===== config.mk =====
export PLATFORM = sky130hd
export DESIGN_NAME = branch_unit
export DESIGN_NICKNAME = d
export VERILOG_FILES = /design/src/common/tinker_pkg.sv /design/src/execute/branch_unit.sv
export SDC_FILE = /design/constraint.sdc
export NUM_CORES = 1
export LEC_CHECK = 0
export BUFFER_PORTS_ARGS = -buffer_cell sky130_fd_sc_hd__buf_2
export CAP_MARGIN = 20
export CELL_PAD_IN_SITES_DETAIL_PLACEMENT = 1
export CELL_PAD_IN_SITES_GLOBAL_PLACEMENT = 2
export CORE_MARGIN = 4
export CORE_UTILIZATION = 20
export DETAILED_ROUTE_END_ITERATION = 10
export GPL_ROUTABILITY_DRIVEN = 0
export PLACE_DENSITY_LB_ADDON = 0.2
export SLEW_MARGIN = 25
export SYNTH_ARGS = -nofsm -noshare
export SYNTH_HDL_FRONTEND = slang
export SYNTH_SLANG_ARGS = --single-unit
export TNS_END_PERCENT = 100

===== constraint.sdc =====
create_clock -name vclk -period 4.2
set_input_delay 0.21 -clock vclk [all_inputs]
set_output_delay 0.21 -clock vclk [all_outputs]
set_load 0.02 [all_outputs]

===== src/common/tinker_pkg.sv =====
// Tinker core shared definitions

package tinker_pkg;

    // ------------------------------------------------------------
    // Widths and sizes
    // ------------------------------------------------------------
    localparam int xlen        = 64;
    localparam int num_regs    = 32;
    localparam int instr_bytes = 4;    // Fetch step
    localparam int word_bytes  = 8;    // Load/store size

    typedef logic [xlen-1:0] word_t;
    typedef logic [31:0]     addr_t;   // Byte address
    typedef logic [31:0]     instr_t;
    typedef logic [4:0]      reg_idx_t;
    typedef logic [11:0]     imm_t;    // Literal field L

    // ------------------------------------------------------------
    // Opcodes of the integer ISA
    // ------------------------------------------------------------
    typedef enum logic [4:0] {
        op_and    = 5'h00,
        op_or     = 5'h01,
        op_xor    = 5'h02,
        op_not    = 5'h03,
        op_shftr  = 5'h04,
        op_shftri = 5'h05,
        op_shftl  = 5'h06,
        op_shftli = 5'h07,
        op_br     = 5'h08,
        op_brr    = 5'h09,    // Register offset
        op_brri   = 5'h0a,    // Literal offset
        op_brnz   = 5'h0b,
        op_halt   = 5'h0f,
        op_load   = 5'h10,
        op_mov    = 5'h11,
        op_movi   = 5'h12,    // Low 12 bits only
        op_store  = 5'h13,
        op_add    = 5'h18,
        op_addi   = 5'h19,
        op_sub    = 5'h1a,
        op_subi   = 5'h1b,
        op_mul    = 5'h1c
    } opcode_t;

    // Sequencer states for one instruction pass
    typedef enum logic [2:0] {
        st_fetch     = 3'd0,
        st_decode    = 3'd1,
        st_execute   = 3'd2,
        st_memory    = 3'd3,
        st_writeback = 3'd4,
        st_halt      = 3'd5
    } state_t;

    // What an instruction does when it retires
    typedef enum logic [2:0] {
        cls_alu    = 3'd0,
        cls_load   = 3'd1,
        cls_store  = 3'd2,
        cls_branch = 3'd3,
        cls_halt   = 3'd4,
        cls_none   = 3'd5
    } op_class_t;

endpackage


===== src/execute/branch_unit.sv =====
// Next program counter
`timescale 1ns/1ps

module branch_unit (
    input  tinker_pkg::opcode_t opcode,
    input  tinker_pkg::addr_t   pc,
    input  tinker_pkg::word_t   op_a,
    input  tinker_pkg::word_t   op_b,
    input  tinker_pkg::imm_t    imm,
    output tinker_pkg::addr_t   next_pc
);
    import tinker_pkg::*;

    addr_t seq_pc;
    addr_t target;
    addr_t imm_off;

    assign seq_pc  = pc + instr_bytes;
    assign target  = op_a[$bits(addr_t)-1:0];   // Register r[rd]
    assign imm_off = {{($bits(addr_t)-$bits(imm_t)){imm[$bits(imm_t)-1]}}, imm};

    always_comb begin
        case (opcode)
            op_br:   next_pc = target;
            op_brr:  next_pc = pc + target;
            op_brri: next_pc = pc + imm_off;
            op_brnz: next_pc = (op_b != '0) ? target : seq_pc;
            default: next_pc = seq_pc;
        endcase
    end

endmodule


Yosys cells after proc, flatten, opt, wreduce, memory -nomap -nowiden

Cells that the tools add are included.

Add/sub/neg operators: 3
Eq/ne operators: 4
Multiplexer cells: 2
Reductions and logical operators: 1

Operators with widths:

| cell                    | number |
|---|---|
| $pmux W32 S4            | 1 |
| $add A32 B32 Y32        | 2 |
| $reduce_bool A64 Y1     | 1 |
| $add A32 B3 Y32 const B | 1 |
| $mux W32                | 1 |
| $eq A5 B4 Y1 const B    | 4 |

Register bits after elaboration: 0
Bits of input ports: 177

Logic depth before layout (Yosys ltp)

Gate-level depths: netlist (run 1).

Depth after elaboration: 3
Gate-level depth with buffers: 17
Gate-level depth less buffers: 13

Worst setup path after synthesis (run 1)

No wires, ideal clock.

Kind: input to output
From: in opcode[2]
To: out next_pc[28]
Data arrival time: 4.064 ns
Required time: 3.990 ns
Setup slack: -0.074 ns
Stages: 16
Path buffers: 3
Cells stage by stage: or3b_1 -> clkbuf_1 -> or3b_1 -> clkbuf_1 -> buf_1 -> mux2_2 -> ha_1 -> fa_1 -> a211oi_1 -> o211ai_1 -> a21oi_1 -> nor3b_1 -> o21a_1 -> a21oi_1 -> xor2_1 -> o21ai_0

Cells in the longest elaborated chain, start to end: 2
Elaborated cells on any way between the ends: 5

Ends and longest elaborated chain:

| what             | RTL line          | RTL |
|---|---|---|
| start, declared  | branch_unit.sv:5  | `input tinker_pkg::opcode_t opcode,` |
| $eq A5 B4 Y1     | branch_unit.sv:23 | `case (opcode)` |
| $pmux W32 S4 (*) | branch_unit.sv:23 |  |
| end, declared    | branch_unit.sv:10 | `output tinker_pkg::addr_t next_pc` |

Every way passes the cells marked *; elsewhere a longest branch is shown, timed or not.

Worst setup path in the final report (run 1)

From: in opcode[2]
To: out next_pc[27]

The elaborated chain is that of the path after synthesis.

==> metrics.cfg, run 1 <==
[yosys]
synth.avg_cell_area_sq_um = 6.95
syn_area_sq_um = 3280
ys_top_cells_by_area = ha_1, xor2_1, a21oi_1
synth_top_cell_by_area = ha_1
ys_warn_count = 0
syn_nets = 687
yosysUniqueCellTypes = 60
synth_top_area_share_pct = 14.5
synth-seq-area-share_pct = 0
syn_inst = 471

[timing]
finalSetupViolCount = 0
rsz0062_at_grt = no
fin_setup_tns_ps = 0
slew_headroom_pct = 39.4
period_minus_slack_ps = 4070
worstMarginPinSlew_ps = 907
slew_violations = 0
setup_ws_ps = 135
hold_violations = 0
timing.fmax_mhz = 246
fin_crit_sh_pct = 96.8

[power_and_ir_drop]
p_leak_nw = 2.26
peakVddDrop_mv = 0.0391
combPwrFrac_pct = 100.0
power.switching_uw = 372
p_sw_share_pct = 54.5
p_int_uw = 310
clockPowerShare_pct = 0
power_density_nw_per_um2 = 137
seqPwrFrac_pct = 0

[run]
maxCapViolCount = 0

[finish]
drive_gt1_share_pct = 41.5
mostFrequentLayoutCell = buf_2
fin_nets = 900
clock_buffers = 0
final_area_sq_um = 4970
area_growth_pct = 51.6
insertedDiodeCount = 0
seq_area_sq_um = 0
design.seq.count = 0
layout_common_cells = buf_2, buf_4, nand2_1
n_fill_cell = 2047
multi_input_area_sq_um = 3290

[setup_path]
worst_path_max_delay_cell = a2111oi_4
cp-start-kind = primary input
end_kind = output port
cp_data_required_time_ps = 3990
path_delay_family = compound AO/OA/AOI/OAI gates
crit_type = primary input to output port
cp_slowest_stage_delay_ps = 430
cp_max_fo = 6
path_cells = buf_2 > or3b_4 > or3b_4 > buf_6 > mux2_4 > ha_4 > a211o_1 > o211ai_4 > a2111oi_4 > a21o_4 > a21oi_4 > o311ai_2 > xor2_1 > a221o_1 > buf_2
cp_data_arrival_time_ps = 3860
crit_buf_inv = 3

[routing]
drt-total-wl_mm = 16.4
wl_per_cell_microns = 18.3
drt_iter0_drc = 122
num_vias = 4514
drt_pass1_iterations = 4
final_antenna_net_count = 0
vias_per_cell = 5.03
drcViolationCount = 0

[die]
start_util_pct = 20.5
core_area_sq_um = 15900
ios = 209
die-area_sq_um = 18500
die_y_microns = 136
rows = 46
die_width_microns = 136

[place]
hpwl_mm = 14.2
portBuffers = 177
placed_cell_area_sq_um = 4790
dp_slack_ps = -49.8

[global_route]
grt.total_usage_pct = 16.9
grt_pass1_wl_mm = 25.7
antenna_found_initial = 0
grt_max_degree = 21
grt.overflow.total = 0
grt_pass1_vias = 4839

[status]
status = finished clean

[min_path]
hold_path.class = primary input to output port

[clock_tree]
hold_buffers = 0

[cell type report]
class,instances,share of cell area (%)
multi-input combinational,434,66.2
tap,216,5.44
timing repair buffer,236,27.5
inverter,12,0.907
[power by group through the flow]
stage	Sequential, mW	Clock (mW)	Combinational, mW
floorplan	0	0	0.375
detailed placement	0	0	0.653
finish	0	0	0.682
global route	0	0	0.751
global placement	0	0	0.644
CTS	0	0	0.660
[synth_stat cells (2+ instances only)]
| library cell | number |
|---|---|
| a221o_1 | 2 |
| and2_1 | 2 |
| nand3_1 | 13 |
| o211ai_1 | 3 |
| inv_1 | 12 |
| nor2b_1 | 6 |
| and3_1 | 4 |
| buf_2 | 4 |
| a22oi_1 | 13 |
| ha_1 | 38 |
| a2111oi_2 | 2 |
| o21a_1 | 7 |
| xor2_1 | 29 |
| a31oi_1 | 6 |
| o22ai_1 | 12 |
| or3_1 | 3 |
| a21o_1 | 26 |
| nand4_1 | 20 |
| a32oi_1 | 2 |
| xnor2_1 | 22 |
| o2bb2ai_1 | 3 |
| o31ai_2 | 3 |
| mux2_2 | 12 |
| nor4_1 | 20 |
| nand2b_1 | 2 |
| or3b_1 | 2 |
| a311o_1 | 2 |
| a211o_1 | 2 |
| o21ai_0 | 15 |
| o21ai_1 | 3 |
| nand2_1 | 44 |
| nor3_1 | 12 |
| nor2_1 | 23 |
| a21oi_1 | 46 |
| o221ai_1 | 10 |
| o21bai_1 | 3 |
| clkbuf_1 | 20 |
[path summary, 6_finish.rpt]
check  slack, ps  cells after the start       from          end
max          130                     15  opcode[2]  next_pc[27]
min          760                      4   op_a[23]  next_pc[23]
[what timing repair did]
item,4_1_cts,5_1_grt
resized for setup,4,29
endpoints found under the setup margin,4,16
setup buffers,0,1
pin swaps,3,10
hold endpoints to repair,0,0
[cell families (layout without fill, tap and decap cells)]
logic type	count (synthesis)	in the layout	synth area share [%]
adders and majority gates	39	39	15.1
and+or+nand+nor	158	158	24.9
muxes	12	12	4.13
AOI/OAI and AO/OA	174	174	37.8
buffers and inverters	37	248	4.39
xor gates and xnor gates	51	51	13.6
[metal layers]
metal | track usage, % | wire length (microns) | up-vias | share of wire (%)
met2 | 33.0 | 8690 | 74 | 53
met5 | 0 | 0 | - | 0
met4 | 0.728 | 55 | 0 | 0.33
met1 | 21.5 | 7310 | 2192 | 44
li1 | - | - | 2243 | -
met3 | 0.740 | 388 | 5 | 2.4
[through the flow]
| step | util [%] | hold slack [ps] | power (mW) | instances |
|---|---|---|---|---|
| after floorplan | - | 578 | 0.375 | 471 |
| after global placement | 30.0 | 773 | 0.644 | 897 |
| after detailed placement | 30.0 | 776 | 0.653 | 897 |
| after CTS | 30.2 | 777 | 0.660 | 897 |
| after global routing | 31.1 | 792 | 0.751 | 898 |
| final | 31.1 | 763 | 0.682 | 898 |
Note: power is estimated with default switching activity, not from simulation.
==> run 2, diff against run 1 <==
GPL_TIMING_DRIVEN = 0   (was not set)
==> run 2 against run 1 <==
  * Power is 4.4% lower
  * Sequential share of layout area stayed put
  * Die area unchanged
  * Utilization shrank 1.0 points
  * Final cell count down 2.6%
  * Hold slack worse by 9.0 ps
  * Global-route usage up 0.54 points
  * Non-clock buffer count shrank 23
  * Clock-buffer cell count is the same
  * Via count down 2.1%
  * Critical path depth unchanged
  * Cell area fell by 3.3%
  * Largest cell class unchanged
  * Largest power group unchanged
==> metrics.cfg, run 2 (synthesis results as in run 1) <==
[status]
status = finished clean

[routing]
vias_per_cell = 5.05
final_antenna_net_count = 0
drt_pass1_iterations = 4
drt-total-wl_mm = 17.2
drt_iter0_drc = 207
num_vias = 4418
wl_per_cell_microns = 19.6
drcViolationCount = 0

[finish]
fin_nets = 877
drive_gt1_share_pct = 37.9
insertedDiodeCount = 0
area_growth_pct = 46.6
n_fill_cell = 2034
final_cells = 875
design.seq.count = 0
mostFrequentLayoutCell = buf_2
layout_common_cells = buf_2, nand2_1, a21oi_1
clock_buffers = 0
seq_area_sq_um = 0

[place]
portBuffers = 177
hpwl_mm = 14.2
dp_cells = 864

[setup_path]
end_kind = output port
cp_data_arrival_time_ps = 3890
cp-start-kind = primary input
crit_type = primary input to output port
cp_data_required_time_ps = 3990
cp_max_fo = 7

[min_path]
hold_path.class = primary input to output port

[global_route]
busiest_layer = met2
use_met2_pct = 32.0
grt.total_usage_pct = 17.5
grt_pass1_vias = 4757
grt_pass1_wl_mm = 26.0
grt_max_degree = 11
antenna_found_initial = 0
met1_usage_pct = 23.0
grt.overflow.total = 0
grt_use_met3_pct = 0.962

[timing]
worstMarginPinSlew_ps = 868
rsz0062_at_grt = yes
hold_violations = 0
finalSetupViolCount = 0
slew_violations = 0
slew_headroom_pct = 42.1
period_minus_slack_ps = 4100
fin_crit_sh_pct = 97.6
timing.fmax_mhz = 244

[run]
maxCapViolCount = 0

[power_and_ir_drop]
p_leak_nw = 2.10
power_density_nw_per_um2 = 136
peakVddDrop_mv = 0.0337
totalPowerFinal_uw = 652

[die]
core_area_sq_um = 15900
die-area_sq_um = 18500
die_y_microns = 136
die_width_microns = 136
start_util_pct = 20.5
ios = 209
rows = 46

## run 2: cell types whose count changed in the layout (fill, tap and decap cells not counted), sizes merged
cell / previous run / this run
buf: 236 / 197
clkbuf: 0 / 16
## run 2: per-layer routing
| layer | part of all wire (%) | vias to the layer above |
|---|---|---|
| li1 | - | 2201 |
| met1 | 46 | 2107 |
| met2 | 49 | 90 |
| met3 | 2.8 | 20 |
| met4 | 1.7 | 0 |
| met5 | 0 | - |
## run 2: final cells by class
class                           instances  area (sq um)  area share [%]
Inverter                               12          45.0           0.938
Tap cell                              216           270            5.63
Multi-Input combinational cell        434          3350            69.7
Timing Repair Buffer                  191          1030            21.5
Buffer                                 22           109            2.27
## run 2: worst paths after layout
| path | from | to | slack [ps] | depth (start not counted) |
|---|---|---|---|---|
| worst min-delay path | op_a[20] | next_pc[20] | 750 | 4 |
| worst max-delay path | opcode[2] | next_pc[27] | 100 | 15 |
## run 2: worst max-delay path, stage by stage
cell       delay (ps)
buf_6              90
or3b_4            380
or3b_4            460
buf_8             170
mux2_2            300
ha_1              300
a211o_1           340
o211ai_4          130
a2111oi_4         120
a21o_4            260
a21oi_4           280
o311ai_2          180
xor2_1            170
a221o_1           320
buf_2             160
## run 2: through the flow
step | setup slack [ps] | util (%) | hold WS (ps) | setup TNS [ps] | instance area, sq um
final | 99.3 | 30.1 | 754 | 0 | 4800
after global routing | -90.1 | 30.1 | 798 | -261 | 4800
after CTS | 16.8 | 28.8 | 776 | 0 | 4590
after detailed placement | -844 | 27.8 | 776 | -14020 | 4440
after global placement | -869 | 27.8 | 778 | -13280 | 4430
after floorplan | 76.7 | - | 578 | 0 | 3280
## run 2: where the power goes
group	switching [mW]	total [mW]	internal, mW
Combinational	0.372	0.652	0.280
Sequential	0	0	0
Clock	0	0	0
## run 2: repair_timing
| action | 4_1_cts | 5_1_grt |
|---|---|---|
| resized for setup | 28 | 28 |
| cloned | 0 | 1 |
| hold buffers | 0 | 0 |
| pin swaps | 10 | 18 |
| setup buffers | 5 | 8 |
| endpoints found under the setup margin | 27 | 14 |
==> run 3, diff against run 2 <==
CORE_ASPECT_RATIO = 1.25   (was not set)
PLACE_DENSITY_LB_ADDON = 0.12   (was 0.2)
==> run 3 against run 2 <==
  * Utilization fell by 0.71 points
  * Final cell count fell by 0.46%
  * Sequential share of layout area did not move
  * Global-route usage barely moved
  * Flip-flop and latch count did not move
  * First-iteration DRC count fell by 34%
  * Combinational power fell by 1%
  * Wire length fell by 1.8%
  * Power fell by 1.4%
  * Critical path depth rose by 1
  * Hold slack improved by 11 ps
  * Die area barely moved
  * Critical path type unchanged
==> metrics.cfg, run 3 (synthesis results as in run 1) <==
[power_and_ir_drop]
totalPowerFinal_uw = 643
p_leak_nw = 2.07
peakVddDrop_mv = 0.0345
power_density_nw_per_um2 = 135

[setup_path]
cp_data_arrival_time_ps = 3910
crit_type = primary input to output port
cp-start-kind = primary input
worst_path_max_delay_cell = or3b_4
cp_max_fo = 10
end_kind = output port
cp_data_required_time_ps = 3990
cp_slowest_stage_delay_ps = 440
path_cells = buf_2 > or3b_4 > or3b_4 > buf_8 > mux2_2 > ha_4 > fa_2 > a211oi_4 > o211ai_1 > a21oi_2 > nor3b_2 > o21a_2 > a21oi_2 > xor2_1 > o21ai_2 > buf_6

[die]
rows = 52
start_util_pct = 20.3
die-area_sq_um = 18500
die_width_microns = 122
ios = 209
core_area_sq_um = 16100
die_y_microns = 151

[timing]
timing.fmax_mhz = 243
worstMarginPinSlew_ps = 854
rsz0062_at_grt = yes
slew_violations = 0
fin_crit_sh_pct = 98.0
period_minus_slack_ps = 4120
finalSetupViolCount = 0
hold_violations = 0
slew_headroom_pct = 43.1

[finish]
mostFrequentLayoutCell = buf_2
clock_buffers = 0
design.seq.count = 0
insertedDiodeCount = 0
seq_area_sq_um = 0
layout_common_cells = buf_2, nand2_1, a21oi_1
multi_input_area_sq_um = 3340
fin_nets = 873
n_fill_cell = 2082
area_growth_pct = 44.9
final_util_pct = 29.4
drive_gt1_share_pct = 37.7

[routing]
drt_pass1_iterations = 4
wl_per_cell_microns = 19.4
vias_per_cell = 5.05
final_antenna_net_count = 0
drt-total-wl_mm = 16.9
drcViolationCount = 0
drt_iter0_drc = 136
num_vias = 4402

[global_route]
grt.total_usage_pct = 17.4
grt_pass1_wl_mm = 25.8
grt_pass1_vias = 4708
grt_max_degree = 11
grt.overflow.total = 0
antenna_found_initial = 0

[min_path]
hold_path.class = primary input to output port

[place]
hpwl_mm = 14.1
portBuffers = 177

[run]
maxCapViolCount = 0

[status]
status = finished clean

run 3: metal layers:
metal	track usage, %	part of all wire [%]
met1	21.4	42
met3	1.01	3.7
met5	0	0
met4	1.01	0.68
met2	34.5	53
run 3: layout make-up:
cell class                      count  area share (%)
Multi-Input combinational cell    434            70.4
Timing Repair Buffer              187            20.5
Tap cell                          216            5.69
Buffer                             22            2.40
Inverter                           12           0.949
run 3: worst max-delay path: cells and delay by family:
kind                     cells  cell delay [ps]
AO/OA/AOI/OAI                6             1240
adder cells (fa/ha/maj)      2              570
multiplexers                 1              300
buffers and inverters        3              440
AND/OR/NAND/NOR              3              960
XOR/XNOR                     1              180
run 3: stage by stage:
stage / hold slack (ps) / worst slack (ps) / TNS [ps] / instance area (sq um) / std cells
floorplan: 578 / 76.7 / 0 / 3280 / 471
global placement: 771 / -904 / -13650 / 4430 / 864
detailed placement: 772 / -915 / -15080 / 4430 / 864
CTS: 772 / -8.67 / -10.2 / 4610 / 866
global route: 810 / -43.8 / -143 / 4750 / 871
finish: 765 / 83.2 / 0 / 4750 / 871
run 3: power breakdown:
part / internal (mW) / switching [mW] / leakage [nW]
Sequential: 0 / 0 / 0
Combinational: 0.275 / 0.368 / 2.07
Clock: 0 / 0 / 0
run 3: final timing paths:
path / start / end / cells after the start
worst max-delay path: opcode[2] / next_pc[28] / 16
worst min-delay path: op_a[9] / next_pc[9] / 4
run 3: repair_timing:
item	CTS	global route
setup endpoints to repair	27	17
pin swaps	13	18
gates cloned	0	0
hold buffers	0	0
resized for setup	34	25
hold endpoints to repair	0	0
setup buffers	4	6
